### src/rtl/adc_frame_pkg.sv
`default_nettype none

// I/Q frame side of the capture path
package adc_frame_pkg;

    // ----------------------------------------------------------------------
    // Sample and frame sizes
    // ----------------------------------------------------------------------
    localparam int data_width    = 12;  // Converter data bits
    localparam int info_width    = 2;   // Per-sample info bits
    localparam int frame_samples = 8;   // Samples per I or Q frame
    localparam int seq_width     = 8;   // Frame sequence counter

    typedef struct packed {
        logic [info_width-1:0] info;  // Top bits of the raw word
        logic [data_width-1:0] data;  // Low bits of the raw word
    } iq_sample_t;

    typedef struct packed {
        iq_sample_t [frame_samples-1:0] sample;  // Sample 0 is oldest of lane A
    } iq_frame_t;

    typedef struct packed {
        iq_frame_t i_frame;
        iq_frame_t q_frame;
        logic      sync;     // Frame follows a sync edge
    } frame_bundle_t;

    // Position of the next word inside a lane group
    typedef enum logic [1:0] {
        PH_T0,
        PH_T1,
        PH_T2,
        PH_T3
    } gather_phase_t;

endpackage

`default_nettype wire

### src/rtl/adc_lane_pkg.sv
`default_nettype none

// Raw converter side of the capture path
package adc_lane_pkg;

    // ----------------------------------------------------------------------
    // Lane geometry
    // ----------------------------------------------------------------------
    localparam int lane_count  = 4;   // Converter lanes
    localparam int word_width  = 14;  // Raw word, info on top of data
    localparam int group_depth = 4;   // Words t0..t3 gathered per lane

    // One raw word as it leaves a lane
    typedef logic [word_width-1:0] lane_word_t;

    // One word per lane, presented together on each sample strobe
    typedef struct packed {
        lane_word_t [lane_count-1:0] word;  // Indexed by lane
    } lane_words_t;

    // A completed lane group, word[lane][t]
    typedef struct packed {
        logic                                          sync;  // Sync edge seen
        lane_word_t [lane_count-1:0][group_depth-1:0] word;
    } lane_group_t;

endpackage

`default_nettype wire
### src/rtl/adc_capture_top.sv
`timescale 1ns/1ps
`default_nettype none

// Four-lane converter capture path, strobe in and I/Q frames out
module adc_capture_top (
    input  wire                                  clk_0,
    input  wire                                  rst_n,
    input  wire                                  sample_strobe,
    input  wire adc_lane_pkg::lane_words_t       lane_words,
    input  wire                                  sync_pps,
    output logic                                 frame_valid,
    output adc_frame_pkg::iq_frame_t             i_frame,
    output adc_frame_pkg::iq_frame_t             q_frame,
    output logic                                 frame_sync,
    output logic [adc_frame_pkg::seq_width-1:0]  frame_seq
);

    // ----------------------------------------------------------------------
    // Internal links
    // ----------------------------------------------------------------------
    logic                         group_valid;   // Deserializer to builder
    adc_lane_pkg::lane_group_t    group;
    logic                         bundle_valid;  // Builder to emitter
    adc_frame_pkg::frame_bundle_t bundle;

    // ----------------------------------------------------------------------
    // Capture pipeline, three register stages
    // ----------------------------------------------------------------------
    lane_deserializer u_lane_deserializer (
        .clk_0         (clk_0),
        .rst_n         (rst_n),
        .sample_strobe (sample_strobe),
        .lane_words    (lane_words),
        .sync_pps      (sync_pps),
        .group_valid   (group_valid),
        .group         (group)
    );

    iq_frame_builder u_iq_frame_builder (
        .clk_0        (clk_0),
        .rst_n        (rst_n),
        .group_valid  (group_valid),
        .group        (group),
        .bundle_valid (bundle_valid),
        .bundle       (bundle)
    );

    frame_emitter u_frame_emitter (
        .clk_0        (clk_0),
        .rst_n        (rst_n),
        .bundle_valid (bundle_valid),
        .bundle       (bundle),
        .frame_valid  (frame_valid),
        .i_frame      (i_frame),
        .q_frame      (q_frame),
        .frame_sync   (frame_sync),
        .frame_seq    (frame_seq)
    );

endmodule

`default_nettype wire

### src/rtl/frame_emitter.sv
`timescale 1ns/1ps
`default_nettype none

// Output registers, frame strobe and sequence stamping
module frame_emitter (
    input  wire                                  clk_0,
    input  wire                                  rst_n,
    input  wire                                  bundle_valid,
    input  wire adc_frame_pkg::frame_bundle_t    bundle,
    output logic                                 frame_valid,  // One cycle per frame
    output adc_frame_pkg::iq_frame_t             i_frame,
    output adc_frame_pkg::iq_frame_t             q_frame,
    output logic                                 frame_sync,
    output logic [adc_frame_pkg::seq_width-1:0]  frame_seq
);

    logic [adc_frame_pkg::seq_width-1:0] seq_next;

    // ----------------------------------------------------------------------
    // Sequence numbering
    // ----------------------------------------------------------------------
    // Restart on sync, else count up and wrap
    assign seq_next = bundle.sync ? '0 : frame_seq + 1'b1;

    // ----------------------------------------------------------------------
    // Output stage
    // ----------------------------------------------------------------------
    always_ff @(posedge clk_0 or negedge rst_n)
    begin
        if (!rst_n)
        begin
            frame_valid <= 1'b0;
            i_frame     <= '0;
            q_frame     <= '0;
            frame_sync  <= 1'b0;
            frame_seq   <= '1;  // Wrap value, first frame then reads 0
        end
        else
        begin
            frame_valid <= bundle_valid;
            if (bundle_valid)
            begin
                i_frame    <= bundle.i_frame;
                q_frame    <= bundle.q_frame;
                frame_sync <= bundle.sync;
                frame_seq  <= seq_next;
            end
            // Frame, flag and count hold between strobes
        end
    end

    // frame_seq holds between frames, so its past value is the previous frame's
    a_seq_step: assert property (@(posedge clk_0) disable iff (!rst_n)
        (frame_valid && !frame_sync) |-> (frame_seq == $past(frame_seq) + 1'b1));

endmodule

`default_nettype wire

### src/rtl/iq_frame_builder.sv
`timescale 1ns/1ps
`default_nettype none

// Reorders lane groups into I/Q frames, splits data from info
module iq_frame_builder (
    input  wire                            clk_0,
    input  wire                            rst_n,
    input  wire                            group_valid,
    input  wire adc_lane_pkg::lane_group_t group,
    output logic                           bundle_valid,  // One cycle per frame pair
    output adc_frame_pkg::frame_bundle_t   bundle
);

    adc_frame_pkg::iq_frame_t i_next;
    adc_frame_pkg::iq_frame_t q_next;

    // Info in the top bits, data in the low bits
    function automatic adc_frame_pkg::iq_sample_t split_word(
        input adc_lane_pkg::lane_word_t w
    );
        adc_frame_pkg::iq_sample_t s;
        s.data = w[adc_frame_pkg::data_width-1:0];
        s.info = w[adc_lane_pkg::word_width-1:adc_frame_pkg::data_width];
        return s;
    endfunction

    // ----------------------------------------------------------------------
    // Lane to sample mapping
    // ----------------------------------------------------------------------
    // Lanes 0/1 fill I, lanes 2/3 fill Q, second lane takes upper half
    always_comb
    begin
        for (int t = 0; t < adc_lane_pkg::group_depth; t++)
        begin
            i_next.sample[t] = split_word(group.word[0][t]);
            i_next.sample[t + adc_lane_pkg::group_depth] = split_word(group.word[1][t]);
            q_next.sample[t] = split_word(group.word[2][t]);
            q_next.sample[t + adc_lane_pkg::group_depth] = split_word(group.word[3][t]);
        end
    end

    always_ff @(posedge clk_0 or negedge rst_n)
    begin
        if (!rst_n)
            bundle_valid <= 1'b0;
        else
            bundle_valid <= group_valid;  // Single register stage
    end

    // Payload, loaded only with a group
    always_ff @(posedge clk_0)
    begin
        if (group_valid)
        begin
            bundle.i_frame <= i_next;
            bundle.q_frame <= q_next;
            bundle.sync    <= group.sync;  // Sync flag rides along
        end
    end

    // Builder adds exactly one cycle to the valid strobe
    a_bundle_latency: assert property (@(posedge clk_0) disable iff (!rst_n)
        bundle_valid == $past(group_valid));

endmodule

`default_nettype wire

### src/rtl/lane_deserializer.sv
`timescale 1ns/1ps
`default_nettype none

// Gathers four strobed words per lane into one lane group
module lane_deserializer (
    input  wire                            clk_0,
    input  wire                            rst_n,
    input  wire                            sample_strobe,  // Marks a valid lane_words
    input  wire adc_lane_pkg::lane_words_t lane_words,
    input  wire                            sync_pps,       // Level, edge detected here
    output logic                           group_valid,    // One cycle per group
    output adc_lane_pkg::lane_group_t      group
);

    adc_frame_pkg::gather_phase_t phase;  // Slot of the next accepted word

    // Words t0..t2 per lane, t3 goes straight into the group register
    adc_lane_pkg::lane_word_t [adc_lane_pkg::lane_count-1:0]
                              [adc_lane_pkg::group_depth-2:0] stage;

    logic                      sync_d;      // Registered copy of sync_pps
    logic                      sync_rise;
    logic                      sync_pend;   // Edge seen since last group closed
    logic                      last_word;   // Strobe lands in slot t3
    adc_lane_pkg::lane_group_t group_next;

    assign sync_rise = sync_pps & ~sync_d;
    assign last_word = sample_strobe && (phase == adc_frame_pkg::PH_T3);

    // ----------------------------------------------------------------------
    // Group assembly
    // ----------------------------------------------------------------------
    always_comb
    begin
        group_next.sync = sync_pend | sync_rise;  // Edge on the closing edge counts
        for (int l = 0; l < adc_lane_pkg::lane_count; l++)
        begin
            for (int t = 0; t < adc_lane_pkg::group_depth - 1; t++)
            begin
                group_next.word[l][t] = stage[l][t];
            end
            group_next.word[l][adc_lane_pkg::group_depth-1] = lane_words.word[l];
        end
    end

    // ----------------------------------------------------------------------
    // Phase, valid strobe and sync tracking
    // ----------------------------------------------------------------------
    always_ff @(posedge clk_0 or negedge rst_n)
    begin
        if (!rst_n)
        begin
            phase       <= adc_frame_pkg::PH_T0;
            group_valid <= 1'b0;
            sync_d      <= 1'b0;
            sync_pend   <= 1'b0;
        end
        else
        begin
            sync_d      <= sync_pps;
            group_valid <= last_word;  // Valid in the cycle after t3
            if (sample_strobe)
            begin
                // Wraps T3 back to T0, no strobe means no advance
                phase <= adc_frame_pkg::gather_phase_t'(phase + 1'b1);
            end
            // Pending edge is handed to the group, then dropped
            if (last_word)
                sync_pend <= 1'b0;
            else if (sync_rise)
                sync_pend <= 1'b1;
        end
    end

    // Payload path
    always_ff @(posedge clk_0)
    begin
        if (sample_strobe)
        begin
            for (int l = 0; l < adc_lane_pkg::lane_count; l++)
            begin
                for (int t = 0; t < adc_lane_pkg::group_depth - 1; t++)
                begin
                    if (phase == adc_frame_pkg::gather_phase_t'(t))
                        stage[l][t] <= lane_words.word[l];  // Slot tk per lane
                end
            end
        end
        if (last_word)
            group <= group_next;  // Held until next group closes
    end

    // A group needs four strobes, so two valid cycles in a row mean a broken phase
    a_group_single: assert property (@(posedge clk_0) disable iff (!rst_n)
        group_valid |=> !group_valid);

endmodule

`default_nettype wire

### config.mk
export PLATFORM = sky130hd
export DESIGN_NAME = adc_capture_top
export DESIGN_NICKNAME = d
export VERILOG_FILES = /design/src/rtl/adc_frame_pkg.sv /design/src/rtl/adc_lane_pkg.sv /design/src/rtl/adc_capture_top.sv /design/src/rtl/frame_emitter.sv /design/src/rtl/iq_frame_builder.sv /design/src/rtl/lane_deserializer.sv
export SDC_FILE = /design/constraint.sdc
export NUM_CORES = 1
export LEC_CHECK = 0
export BUFFER_PORTS_ARGS = -buffer_cell sky130_fd_sc_hd__buf_2
export CAP_MARGIN = 10
export CORE_MARGIN = 5
export CORE_UTILIZATION = 60
export CTS_CLUSTER_SIZE = 24
export DETAILED_ROUTE_END_ITERATION = 10
export PLACE_DENSITY = 0.8
export SLEW_MARGIN = 20
export SYNTH_ARGS = -nofsm -noshare
export SYNTH_HDL_FRONTEND = slang
export SYNTH_SLANG_ARGS = --single-unit
### constraint.sdc
create_clock -name clk_0 -period 13.62 [get_ports clk_0]
set_clock_uncertainty 0.05 [all_clocks]
set_input_delay 0 -clock clk_0 [delete_from_list [all_inputs] [get_ports clk_0]]
set_output_delay 0 -clock clk_0 [all_outputs]
set_load 0.01 [all_outputs]
==> metrics.md, run 1 <==
| Metric | Value |
|---|---|
| Status | completed |
| Slew @ Worst Pin | about 1100 ps |
| CP max stage delay | 740 ps |
| Critical Path RT | roughly 14000 ps |
| Worst path most repeated cell | buf_4 |
| RR Endpoint | u_lane_deserializer.group[151] |
| HPWL after DPL | roughly 27000 µm |
| Max-Cap Viols | 0 |
| Yosys reg bits | around 860 |
| TritonCTS clock tree | built |
| Area of the core | ~45000 µm² |
| Die Height | between 200 and 250 µm |
| First-pass GRT wire length | ~76000 µm |
| Clk sinks | about 860 |
| Final WL | approximately 49000 µm |
| Drt via density | 5.32 |
| Reg2reg start | u_lane_deserializer.phase[0] |
| Worst-path maximum fanout | 57 |
| I/O Buffers | about 290 |
| Arrival time worst endpoint | 3290 ps |
| Final min period | approximately 3100 ps |
| Worst Setup SP | u_lane_deserializer.phase[0] |
| Crit-path slowest cell | buf_4 |
| Area taken by flip-flops and latches | 24600 µm² |
| Number of global-route vias before repair | approximately 13k |
| Reg2reg path depth | 4 |
| Post-DRT Antenna Nets | 0 |
| H-tree Lvls | 3 |
| Post-CTS Setup Inserts | 0 |
| Worst-path clk slew | roughly 60 ps |
| Startpoint class of the critical path | flop |
| Setup TNS | 0 ps |
| Final period util | 0.229 |
| Area Overhead vs Synth | 19.2% |
| Crit. End Element | flop |
| Max Clock Freq | between 300 and 400 MHz |
| Total chip power | 7360 µW |
| Number of CTS-inserted buffers | 79 |
| DRT Pass-1 Iters | 5 |
| Worst hold path class | in -> async |
| Clock latency on the worst-skew pair | 600 ps |
| Mapped Area | between 20000 and 30000 µm² |
| Max-slew headroom | 0.300 |
| Fin. max-slew vios | 0 |
| Largest net degree at the start of global routing | around 100 |
| Die width | ~220 µm |
| Multi-input gate area | about 2800 µm² |
| Fin. Hold Viols | 0 |
| CTS root buf | clkbuf_16 |
| Synth cell types | 26 |
| Share of cells above drive strength 1 | 0.400 |
| Register area share after synthesis | 0.892 |
| Crit path kind | reg -> reg |
| Die area | 50300 µm² |
| Syn Area/Cell | roughly 24 µm² |
| GRT Util Overall | 0.198 |
| Critical path cell sequence | ha_1, and2_4, buf_4, buf_4 |
| Nets | 1641 |
| Peak VDD IR | around 0.19 mV |
| Synth Net Count | between 1k and 1.5k |
| Initial antenna violation count | 2 |
| Cell count after synthesis | 1158 |
| Starting DRC count in detailed routing | 823 |
| Pwr dens | about 220 nW/µm² |
| Average routed wire per standard cell | ~22 µm |
| Static Leakage | between 0.01 and 0.015 µW |
| Gpl congestion | about 0.76 |
| # DRC | 0 |
| Io pins | 294 |
| R2R Setup Slk | between 10000 and 15000 ps |
| Clk buf depth | 3 |
| Row cnt | 78 |
| Fillers | approximately 2.5k |
| Total global routing overflow | 0 |
| Yosys warnings | 0 |
| Via count | ~12k |
| Final setup fails | 0 |
| Initial Util | 0.607 |
| RSZ-0062 raised after global routing | no |
==> final cells by class <==
cell class / count / share of cell area
flip-flops and latches: 858 / 0.748
multi-input cells: 269 / 0.0865
clock buffers: 112 / 0.0677
repair buffers: 363 / 0.0659
well taps: 600 / 0.0228
clock inverters: 30 / 0.00838
inverters: 5 / 0.000571
diodes: 1 / 0.0000762
==> cell usage after synthesis, drive strengths merged <==
library cell | number | share of area
a21oi | 3 | 0.00054
mux2 | 224 | 0.092
buf | 26 | 0.0048
xor2 | 1 | 0.00032
nand3b | 1 | 0.00027
nand2b | 2 | 0.00045
or3 | 2 | 0.00045
edfxtp | 618 | 0.67
nand4 | 1 | 0.00045
or4 | 1 | 0.00027
a21o | 2 | 0.00054
dfrtp | 232 | 0.21
nor3 | 1 | 0.00018
a31oi | 1 | 0.00023
nand3 | 3 | 0.00054
dfstp | 8 | 0.0076
inv | 5 | 0.00068
a221o | 1 | 0.00036
ha | 5 | 0.0023
mux2i | 1 | 0.00036
and2 | 5 | 0.0011
o31ai | 2 | 0.00054
nand2 | 4 | 0.00054
o21ai | 7 | 0.0013
nor2b | 2 | 0.00045
==> registers in the layout (all words and copies together) (netlist names) <==
signal	flops
u_iq_frame_builder.bundle	225
u_lane_deserializer.group	225
u_lane_deserializer.group_next	168
u_frame_emitter.i_frame	112
u_frame_emitter.q_frame	112
u_frame_emitter.frame_seq	8
u_lane_deserializer.phase	2
u_frame_emitter.frame_sync	1
u_frame_emitter.frame_valid	1
u_iq_frame_builder.bundle_valid	1
u_lane_deserializer.group_valid	1
u_lane_deserializer.sync_d	1
u_lane_deserializer.sync_pend	1
==> where the power goes <==
part	total, µW	internal, µW	switching [µW]
clock	2120	1230	885
combinational	1310	592	720
sequential	3930	3570	354
==> per-stage QoR <==
step | cells | hold WS [ps] | utilization | area, µm² | setup slack (ps)
floorplan | 1158 | -346 | - | 27600 | 7220
global placement | 2035 | 62.6 | 0.655 | 29700 | 10590
detailed placement | 2035 | 97.1 | 0.655 | 29700 | 10510
CTS | 2236 | 0.629 | 0.723 | 32800 | 10480
global route | 2237 | 35.6 | 0.724 | 32900 | 10360
finish | 2238 | 17.1 | 0.724 | 32900 | 10500
==> critical path, delay by kind of cell, from the launching register on <==
kind / cells / cell delay [ps]
flip-flops: 1 / 430
AND/OR/NAND/NOR: 1 / 620
adder cells (fa/ha/maj): 1 / 180
buffers and inverters: 2 / 1380
==> layer usage <==
layer	part of all wire	track usage	wire, µm
met2	0.51	0.329	24900
met1	0.40	0.260	19300
met4	0.025	0.0684	1210
met5	0.00027	0	13
met3	0.069	0.0496	3380
==> logic make-up after synthesis <==
group | synth area share
flops | 0.892
mux | 0.0919
buf+inv | 0.00549
simple gates | 0.00477
compound gates | 0.00350
fa+ha+maj | 0.00227
xor+xnor | 0.000318
==> worst max path at each step <==
stage	to	cells after the start
after floorplan	u_lane_deserializer.group_valid	2
after global placement	u_lane_deserializer.group[91]	4
after detailed placement	u_lane_deserializer.group[91]	4
after CTS	u_lane_deserializer.group[105]	4
after global routing	u_lane_deserializer.group[106]	4
final	u_lane_deserializer.group[151]	4
==> layout by cell type (no fill, tap or decap), types with 2 or more instances in the layout <==
master and n:
clkbuf_16 81, clkinv_1 7, a21oi_1 3, buf_2 292, mux2_2 224, ha_1 5, nand2b_1 2, nand3_1 3
dfrtp_4 2, o21ai_0 7, dfstp_2 8, edfxtp_1 618, clkbuf_1 23, or3_1 2, o31ai_1 2, nor2b_1 2
clkbuf_8 8, inv_1 5, bufinv_16 5, clkinv_2 15, clkinvlp_4 2, and2_4 4, buf_4 9, dlygate4sd3_1 59
a21o_1 2, dfrtp_1 230, nand2_1 4
==> repair_timing <==
action,4_1_cts,5_1_grt
hold endpoints to repair,330,0
hold buffers,59,0
gates resized for setup,0,0
Power figures use the tool's default switching activity.
==> inputs of run 2 (changes only) <==
--- a/config.mk
+++ b/config.mk
@@ -5,13 +5,14 @@
 export SDC_FILE = /design/constraint.sdc
 export NUM_CORES = 1
 export LEC_CHECK = 0
+export ABC_AREA = 1
 export BUFFER_PORTS_ARGS = -buffer_cell sky130_fd_sc_hd__buf_2
 export CAP_MARGIN = 10
 export CORE_MARGIN = 5
-export CORE_UTILIZATION = 60
+export CORE_UTILIZATION = 58
 export CTS_CLUSTER_SIZE = 24
 export DETAILED_ROUTE_END_ITERATION = 10
-export PLACE_DENSITY = 0.8
+export PLACE_DENSITY = 0.78
 export SLEW_MARGIN = 20
 export SYNTH_ARGS = -nofsm -noshare
 export SYNTH_HDL_FRONTEND = slang
==> constraint.sdc (replaced) <==
create_clock -name clk_0 -period 3 [get_ports clk_0]
set_clock_uncertainty 0.05 [all_clocks]
set_input_delay 0 -clock clk_0 [delete_from_list [all_inputs] [get_ports clk_0]]
set_output_delay 0 -clock clk_0 [all_outputs]
set_load 0.01 [all_outputs]
==> run 2 against run 1 <==
  * Final area is 1.7% higher
  * Clock power rose to 5.0 times the previous value
  * Critical path type unchanged
  * Cell count grew 2.6%
  * Critical path depth did not move
  * Die area up 3.8%
  * Combinational power rose to 4.7 times the previous value
  * Routed wire length is 0.22% higher
==> metrics.md, run 2 <==
| Metric | Value |
|---|---|
| Area of the core | 47500 µm² (was 45400 µm²) |
| First-pass GRT wire length | 77300 µm (was 75900 µm) |
| N_diodes | 0 (was 1) |
| Post-route core utilization | 0.703 (was 0.724) |
| Share of cells above drive strength 1 | 0.407 (was 0.400) |
| Total global routing overflow | 0 (unchanged) |
| Clock latency on the worst-skew pair | 610 ps (was 600 ps) |
| Top FF cell, synth | edfxtp_1 (unchanged) |
| Nets | 1676 (was 1641) |
| Top-count cell post-synth | edfxtp_1 (unchanged) |
| Clk buf depth | 3 (unchanged) |
| Final period util | 0.628 (was 0.229) |
| Final WL | 48900 µm (was 48800 µm) |
| H-tree Lvls | 3 (unchanged) |
| Setup TNS | 0 ps (unchanged) |
| XOR/XNOR Fraction of Synth Area | 0.000316 (was 0.000318) |
| DRT Pass-1 Iters | 5 (unchanged) |
| Drt via density | 5.20 (was 5.32) |
| Yosys warnings | 0 (unchanged) |
| Post_cts resized | 0 (unchanged) |
| Largest cells by area after synthesis | edfxtp_1 67%, dfrtp_1 21%, mux2_2 9.1% (was edfxtp_1 67%, dfrtp_1 21%, mux2_2 9.2%) |
| Commonest cells after routing, fill and taps aside | 618 x edfxtp_1, 292 x buf_2, 230 x dfrtp_1 (unchanged) |
| Initial Util | 0.583 (was 0.607) |
| RR Endpoint | u_lane_deserializer.group[46] (was u_lane_deserializer.group[151]) |
| Starting DRC count in detailed routing | 702 (was 823) |
| Die area | 52200 µm² (was 50300 µm²) |
| CTS root buf | clkbuf_16 (unchanged) |
| # DRC | 0 (unchanged) |
| Max-Cap Viols | 0 (unchanged) |
| Final setup fails | 0 (unchanged) |
| Die Height | 229 µm (was 224 µm) |
| Setup ws final | 1120 ps (was 10500 ps) |
| Row cnt | 80 (was 78) |
| Largest net degree at the start of global routing | 108 (was 104) |
| Worst hold path class | in -> async (unchanged) |
| Area Overhead vs Synth | 20.7% (was 19.2%) |
| Startpoint class of the critical path | flop (unchanged) |
| Fin. max-slew vios | 0 (unchanged) |
| Dominant cell type by area after synthesis | edfxtp_1 (unchanged) |
| Yosys reg bits | 858 (unchanged) |
| Crit path kind | reg -> reg (unchanged) |
| Mapped Area | 27700 µm² (was 27600 µm²) |
| Adder-Cell Fraction of Synth Area | 0.00226 (was 0.00227) |
| R2R Setup Slk | 1120 ps (was 10500 ps) |
| Worst-path maximum fanout | 106 (was 57) |
| HPWL after DPL | 28400 µm (was 27300 µm) |
| Number of CTS-inserted buffers | 82 (was 79) |
| Multi-input gate area | 2810 µm² (was 2840 µm²) |
| Top cell type's share of synthesized area | 0.670 (was 0.673) |
| Final min period | 1880 ps (was 3120 ps) |
| Area taken by flip-flops and latches | 24600 µm² (unchanged) |
| Post-synthesis compound-gate area fraction | 0.00217 (was 0.00350) |
| Synth cell types | 19 (was 26) |
| Reg2reg path depth | 4 (unchanged) |
| Static Leakage | 0.0125 µW (was 0.0122 µW) |
| RSZ-0062 raised after global routing | no (unchanged) |
| Placed cell count | 2082 (was 2035) |
| Multiplexer share of the synthesized area | 0.0910 (was 0.0919) |
| GRT Util Overall | 0.191 (was 0.198) |
| I/O Buffers | 293 (unchanged) |
| Worst-path clk slew | 60 ps (about the same) |
| Fillers | 2712 (was 2493) |
| Synth Net Count | 1242 (was 1223) |
| Register area share after synthesis | 0.887 (was 0.892) |
| Most common cell after layout, fill and taps aside | edfxtp_1 (unchanged) |
| Arrival time worst endpoint | 2070 ps (was 3290 ps) |
| Syn Area/Cell | 23.5 µm² (was 23.8 µm²) |
| Ys async rst share | 0.280 (unchanged) |
| Fin. Hold Viols | 0 (unchanged) |
| Slew @ Worst Pin | 927 ps (was 1050 ps) |
| Dpl cell area | 30000 µm² (was 29700 µm²) |
| Gpl congestion | 0.763 (was 0.762) |
| Via count | 11.9k (about the same) |
| Post-DRT Antenna Nets | 0 (unchanged) |
| Average routed wire per standard cell | 21.3 µm (was 21.8 µm) |
| Cell Count, Final, Fillers Out | 2296 (was 2238) |
| Worst setup endpoint | u_lane_deserializer.group[46] (was u_lane_deserializer.group[151]) |
| Pwr dens | 1030 nW/µm² (was 224 nW/µm²) |
| Max Clock Freq | 531 MHz (was 321 MHz) |
| Cell count after synthesis | 1177 (was 1158) |
| Max-slew headroom | 0.382 (was 0.300) |
| Reg2reg start | u_lane_deserializer.phase[0] (unchanged) |
| Die width | 229 µm (was 224 µm) |
| Peak VDD IR | 0.759 mV (was 0.188 mV) |
| EDFF count, synth | 618 (unchanged) |
| Io pins | 294 (unchanged) |
| Simple-Gate Fraction of Synth Area | 0.00537 (was 0.00477) |
| Top post-synthesis cells by count | 618 x edfxtp_1, 232 x dfrtp_1, 224 x mux2_2 (unchanged) |
| DP Worst Slack | 1130 ps (was 10510 ps) |
| Crit. End Element | flop (unchanged) |
| TritonCTS clock tree | built (unchanged) |
| Initial antenna violation count | 1 (was 2) |
| Critical Path RT | 3190 ps (was 13800 ps) |
| Worst Setup SP | u_lane_deserializer.phase[0] (unchanged) |
| Number of global-route vias before repair | 12.9k (was 13.0k) |
| Final Cell Area | 33400 µm² (was 32900 µm²) |
| Clk sinks | 858 (unchanged) |
| Status | completed (unchanged) |
| Largest family of logic cells by synthesized area | multiplexers (unchanged) |
[run 2: changes by cell type after synthesis, moves of 3 or more]
cell / delta
nand2_1: +15
nor2_1: +6
buf_6: +20
inv_1: +13
and2_1: -5
a21oi_1: +3
buf_2: -20
[run 2: repair_timing]
item / CTS / global route
buffers inserted: 0 / 0
hold buffers: 60 / 0
endpoints found under the hold margin: 338 / 0
[run 2: how the worst min path moves through the flow]
stage              startpoint                                   to  slack, ps  depth (start not counted)
5_1_grt        lane_words[39]  u_lane_deserializer.group_next[123]         90                          2
6_report                rst_n         u_frame_emitter.q_frame[103]         40                          2
2_1_floorplan           rst_n           u_frame_emitter.frame_sync       -350                          0
3_3_place_gp         sync_pps           u_lane_deserializer.sync_d         80                          1
3_5_place_dp         sync_pps           u_lane_deserializer.sync_d         80                          1
4_1_cts                 rst_n         u_frame_emitter.q_frame[101]         40                          2
[run 2: area by class of cell]
cell class,count,area share
Tap cell,615,0.0230
Multi-Input combinational cell,274,0.0840
Clock inverter,35,0.0135
Clock buffer,119,0.0707
Timing Repair Buffer,377,0.0713
Sequential cell,858,0.735
Inverter,18,0.00221
[run 2: where the power goes]
part           switching, µW  internal (µW)  total [µW]
registers               1500          16200       17700
clock network           4170           6350       10500
logic                   3370           2780        6150
total                   9030          25400       34400
[run 2: cell families after synthesis]
family,count (synthesis)
flip-flops,858
multiplexers,224
buffers and inverters,45
AND/OR/NAND/NOR,32
AO/OA/AOI/OAI,12
adder cells (fa/ha/maj),5
XOR/XNOR,1
[run 2: routing by layer]
layer,vias up,GRT usage,part of all wire
li1,5361,-,-
met1,6153,0.252,0.40
met2,344,0.322,0.53
met3,78,0.0415,0.052
met4,2,0.0662,0.025
met5,-,0,0.00031
[run 2: stage by stage]
stage	hold WS, ps	power (µW)
finish	38.2	34400
global route	90.3	36000
detailed placement	83.1	24100
global placement	80.5	23700
floorplan	-346	21000
CTS	44.0	34800
[run 2: critical path: stages, from the launching register on]
cell and delay (ps):
dfrtp_1 410, ha_2 200, nand2_2 70, clkinvlp_4 220, buf_12 450
==> inputs of run 3 (changes only) <==
--- a/config.mk
+++ b/config.mk
@@ -9,10 +9,10 @@
 export BUFFER_PORTS_ARGS = -buffer_cell sky130_fd_sc_hd__buf_2
 export CAP_MARGIN = 10
 export CORE_MARGIN = 5
-export CORE_UTILIZATION = 58
+export CORE_UTILIZATION = 52
 export CTS_CLUSTER_SIZE = 24
 export DETAILED_ROUTE_END_ITERATION = 10
-export PLACE_DENSITY = 0.78
+export PLACE_DENSITY = 0.74
 export SLEW_MARGIN = 20
 export SYNTH_ARGS = -nofsm -noshare
 export SYNTH_HDL_FRONTEND = slang
==> constraint.sdc (replaced) <==
create_clock -name clk_0 -period 1.6 [get_ports clk_0]
set_clock_uncertainty 0.05 [all_clocks]
set_input_delay 0 -clock clk_0 [delete_from_list [all_inputs] [get_ports clk_0]]
set_output_delay 0 -clock clk_0 [all_outputs]
set_load 0.01 [all_outputs]
==> run 3 against run 2 <==
  * Register-to-register slack got worse by 1000 ps
  * Total power rose by 86%
  * Setup slack got worse by 1000 ps
  * Combinational power rose by 98%
  * Clock power rose by 78%
  * Sequential power rose by 86%
  * Utilization fell by 6.0 points
  * Clock-buffer cell count rose by 1
  * Critical path depth rose by 1
  * Fmax rose by 24%
  * Cell count rose by 4.3%
  * Sequential share of layout area fell by 0.93 points
  * Highest routed layer unchanged
==> metrics.md, run 3 (synthesis results as in run 2) <==
| Metric | Value |
|---|---|
| Status | completed (unchanged) |
| Area of the core | 52700 µm² (was 47500 µm²) |
| Drt via density | 4.99 (was 5.20) |
| Worst hold path cell count | 2 |
| H-tree Lvls | 3 (unchanged) |
| Number of CTS-inserted buffers | 83 (was 82) |
| Final setup fails | 0 (unchanged) |
| Io pins | 294 (unchanged) |
| Reg2reg start | u_lane_deserializer.phase[0] (unchanged) |
| Worst-path maximum fanout | 30 (was 106) |
| GRT Util Overall | 0.172 (was 0.191) |
| Crit. End Element | flop (unchanged) |
| Setup TNS | 0 ps (unchanged) |
| Clk buf depth | 3 (unchanged) |
| Fin. Hold Viols | 0 (unchanged) |
| Starting DRC count in detailed routing | 678 (was 702) |
| N_diodes | 0 (unchanged) |
| Hold Startpoint | lane_words[44] |
| Initial Util | 0.526 (was 0.583) |
| Max Clock Freq | 658 MHz (was 531 MHz) |
| Crit path kind | reg -> reg (unchanged) |
| TritonCTS clock tree | built (unchanged) |
| Reg2reg path depth | 5 (was 4) |
| Fillers | 3364 (was 2712) |
| Number of global-route vias before repair | 12.8k (was 12.9k) |
| RR Endpoint | u_lane_deserializer.group[3] (was u_lane_deserializer.group[46]) |
| Worst Hold End | u_lane_deserializer.group_next[184] |
| HPWL after DPL | 30500 µm (was 28400 µm) |
| Setup ws final | 80.3 ps (was 1120 ps) |
| I/O Buffers | 293 (unchanged) |
| Worst path most repeated cell | buf_12 |
| Row cnt | 84 (was 80) |
| Die width | 241 µm (was 229 µm) |
| CP max stage delay | 400 ps (was 450 ps) |
| Die Height | 241 µm (was 229 µm) |
| RSZ-0062 raised after global routing | no (unchanged) |
| DP Worst Slack | 30.4 ps (was 1130 ps) |
| Via count | 11.9k (about the same) |
| Commonest cells after routing, fill and taps aside | 618 x edfxtp_1, 292 x buf_2, 230 x dfrtp_1 (unchanged) |
| # DRC | 0 (unchanged) |
| Crit-path slowest cell | dfrtp_1 (was buf_12) |
| Fin. max-slew vios | 0 (unchanged) |
| Nets | 1700 (was 1676) |
| Max-Cap Viols | 0 (unchanged) |
| Total chip power | 63900 µW (was 34400 µW) |
| Arrival time worst endpoint | 1770 ps (was 2070 ps) |
| Most common cell after layout, fill and taps aside | edfxtp_1 (unchanged) |
| Placed cell count | 2174 (was 2082) |
| Average routed wire per standard cell | 20.5 µm (was 21.3 µm) |
| Die area | 58000 µm² (was 52200 µm²) |
| Slew @ Worst Pin | 505 ps (was 927 ps) |
| Worst-path clk slew | 60 ps (about the same) |
| Static Leakage | 0.0126 µW (was 0.0125 µW) |
| Final min period | 1520 ps (was 1880 ps) |
| Total global routing overflow | 0 (unchanged) |
| Peak VDD IR | 1.21 mV (was 0.759 mV) |
| Initial antenna violation count | 2 (was 1) |
| Pwr dens | 1890 nW/µm² (was 1030 nW/µm²) |
| Largest net degree at the start of global routing | 85 (was 108) |
| Worst hold path class | in -> reg (was in -> async) |
| Gpl congestion | 0.761 (was 0.763) |
| Clock latency on the worst-skew pair | 620 ps (was 610 ps) |
| Clk sinks | 858 (unchanged) |
| Area Overhead vs Synth | 22.2% (was 20.7%) |
| Critical path cell sequence | ha_2, nand2_2, clkinvlp_4, buf_12, buf_12 (was ha_2, nand2_2, clkinvlp_4, buf_12) |
| Final period util | 0.950 (was 0.628) |
| Max-slew headroom | 0.663 (was 0.382) |
| DRT Pass-1 Iters | 5 (unchanged) |
| Post-DRT Antenna Nets | 0 (unchanged) |
| Critical Path RT | 1850 ps (was 3190 ps) |
| Share of cells above drive strength 1 | 0.411 (was 0.407) |
| First-pass GRT wire length | 76000 µm (was 77300 µm) |
| Final WL | 49100 µm (was 48900 µm) |
| CTS root buf | clkbuf_16 (unchanged) |
| Startpoint class of the critical path | flop (unchanged) |
| Cell Count, Final, Fillers Out | 2394 (was 2296) |
| R2R Setup Slk | 80 ps (was 1120 ps) |
## run 3: cell types whose count changed in the layout (fill, tap and decap cells not counted)
cell,delta
buf_12,+21
bufinv_16,-6
clkbuf_8,-6
clkbuf_1,+5
clkinvlp_4,+5
clkbuf_16,+3
clkinv_1,+2
buf_16,+1
buf_4,-1
clkinv_2,-1
clkinv_4,+1
dlygate4sd3_1,+1
inv_2,-1
inv_6,+1
## run 3: per-layer routing
layer,up-vias,global-route usage,wire [µm]
li1,5409,-,-
met5,-,0,30
met4,4,0.0675,1530
met2,325,0.292,25600
met3,107,0.0397,2810
met1,6090,0.220,19100
## run 3: per-stage QoR
step	utilization	area (µm²)	hold slack (ps)
floorplan	-	27700	-346
global placement	0.580	30500	-128
detailed placement	0.580	30500	-121
CTS	0.642	33800	43.4
global route	0.643	33900	67.9
finish	0.643	33900	80.6
## run 3: worst max path at each step
stage | from | to | slack (ps) | cells past startpoint
after floorplan | u_lane_deserializer.phase[0] | u_lane_deserializer.group[0] | -2860 | 3
after global placement | u_lane_deserializer.phase[0] | u_lane_deserializer.group[165] | 60 | 5
after detailed placement | u_lane_deserializer.phase[0] | u_lane_deserializer.group[221] | 30 | 5
after CTS | u_lane_deserializer.phase[0] | u_lane_deserializer.group[223] | 20 | 5
after global routing | u_lane_deserializer.phase[0] | u_lane_deserializer.group[3] | 8 | 5
final | u_lane_deserializer.phase[0] | u_lane_deserializer.group[3] | 80 | 5
## run 3: final cells by class
cell class                      count  area [µm²]  area share
Sequential cell                   858       24600       0.726
Inverter                           18        82.6     0.00244
Timing Repair Buffer              400        2860      0.0844
Clock buffer                      120        2350      0.0694
Multi-Input combinational cell    274        2810      0.0829
Tap cell                          688         861      0.0254
Clock inverter                     36         318     0.00939
## run 3: where the power goes
group	switching, µW	internal [µW]	total [µW]
Clock	7820	10900	18700
Combinational	6490	5740	12200
Sequential	2540	30400	32900
## run 3: worst max-delay path: cells and delay by family, from the launching register on
family	cells	cell delay [ps]
adders and majority gates	1	200
buffers and inverters	3	500
DFF	1	400
and+or+nand+nor	1	60
## run 3: repair_timing
action,in CTS,in global routing
endpoints found under the setup margin,0,71
gates resized for setup,0,1
hold endpoints to repair,477,0
hold buffers,62,0
setup buffers,0,1
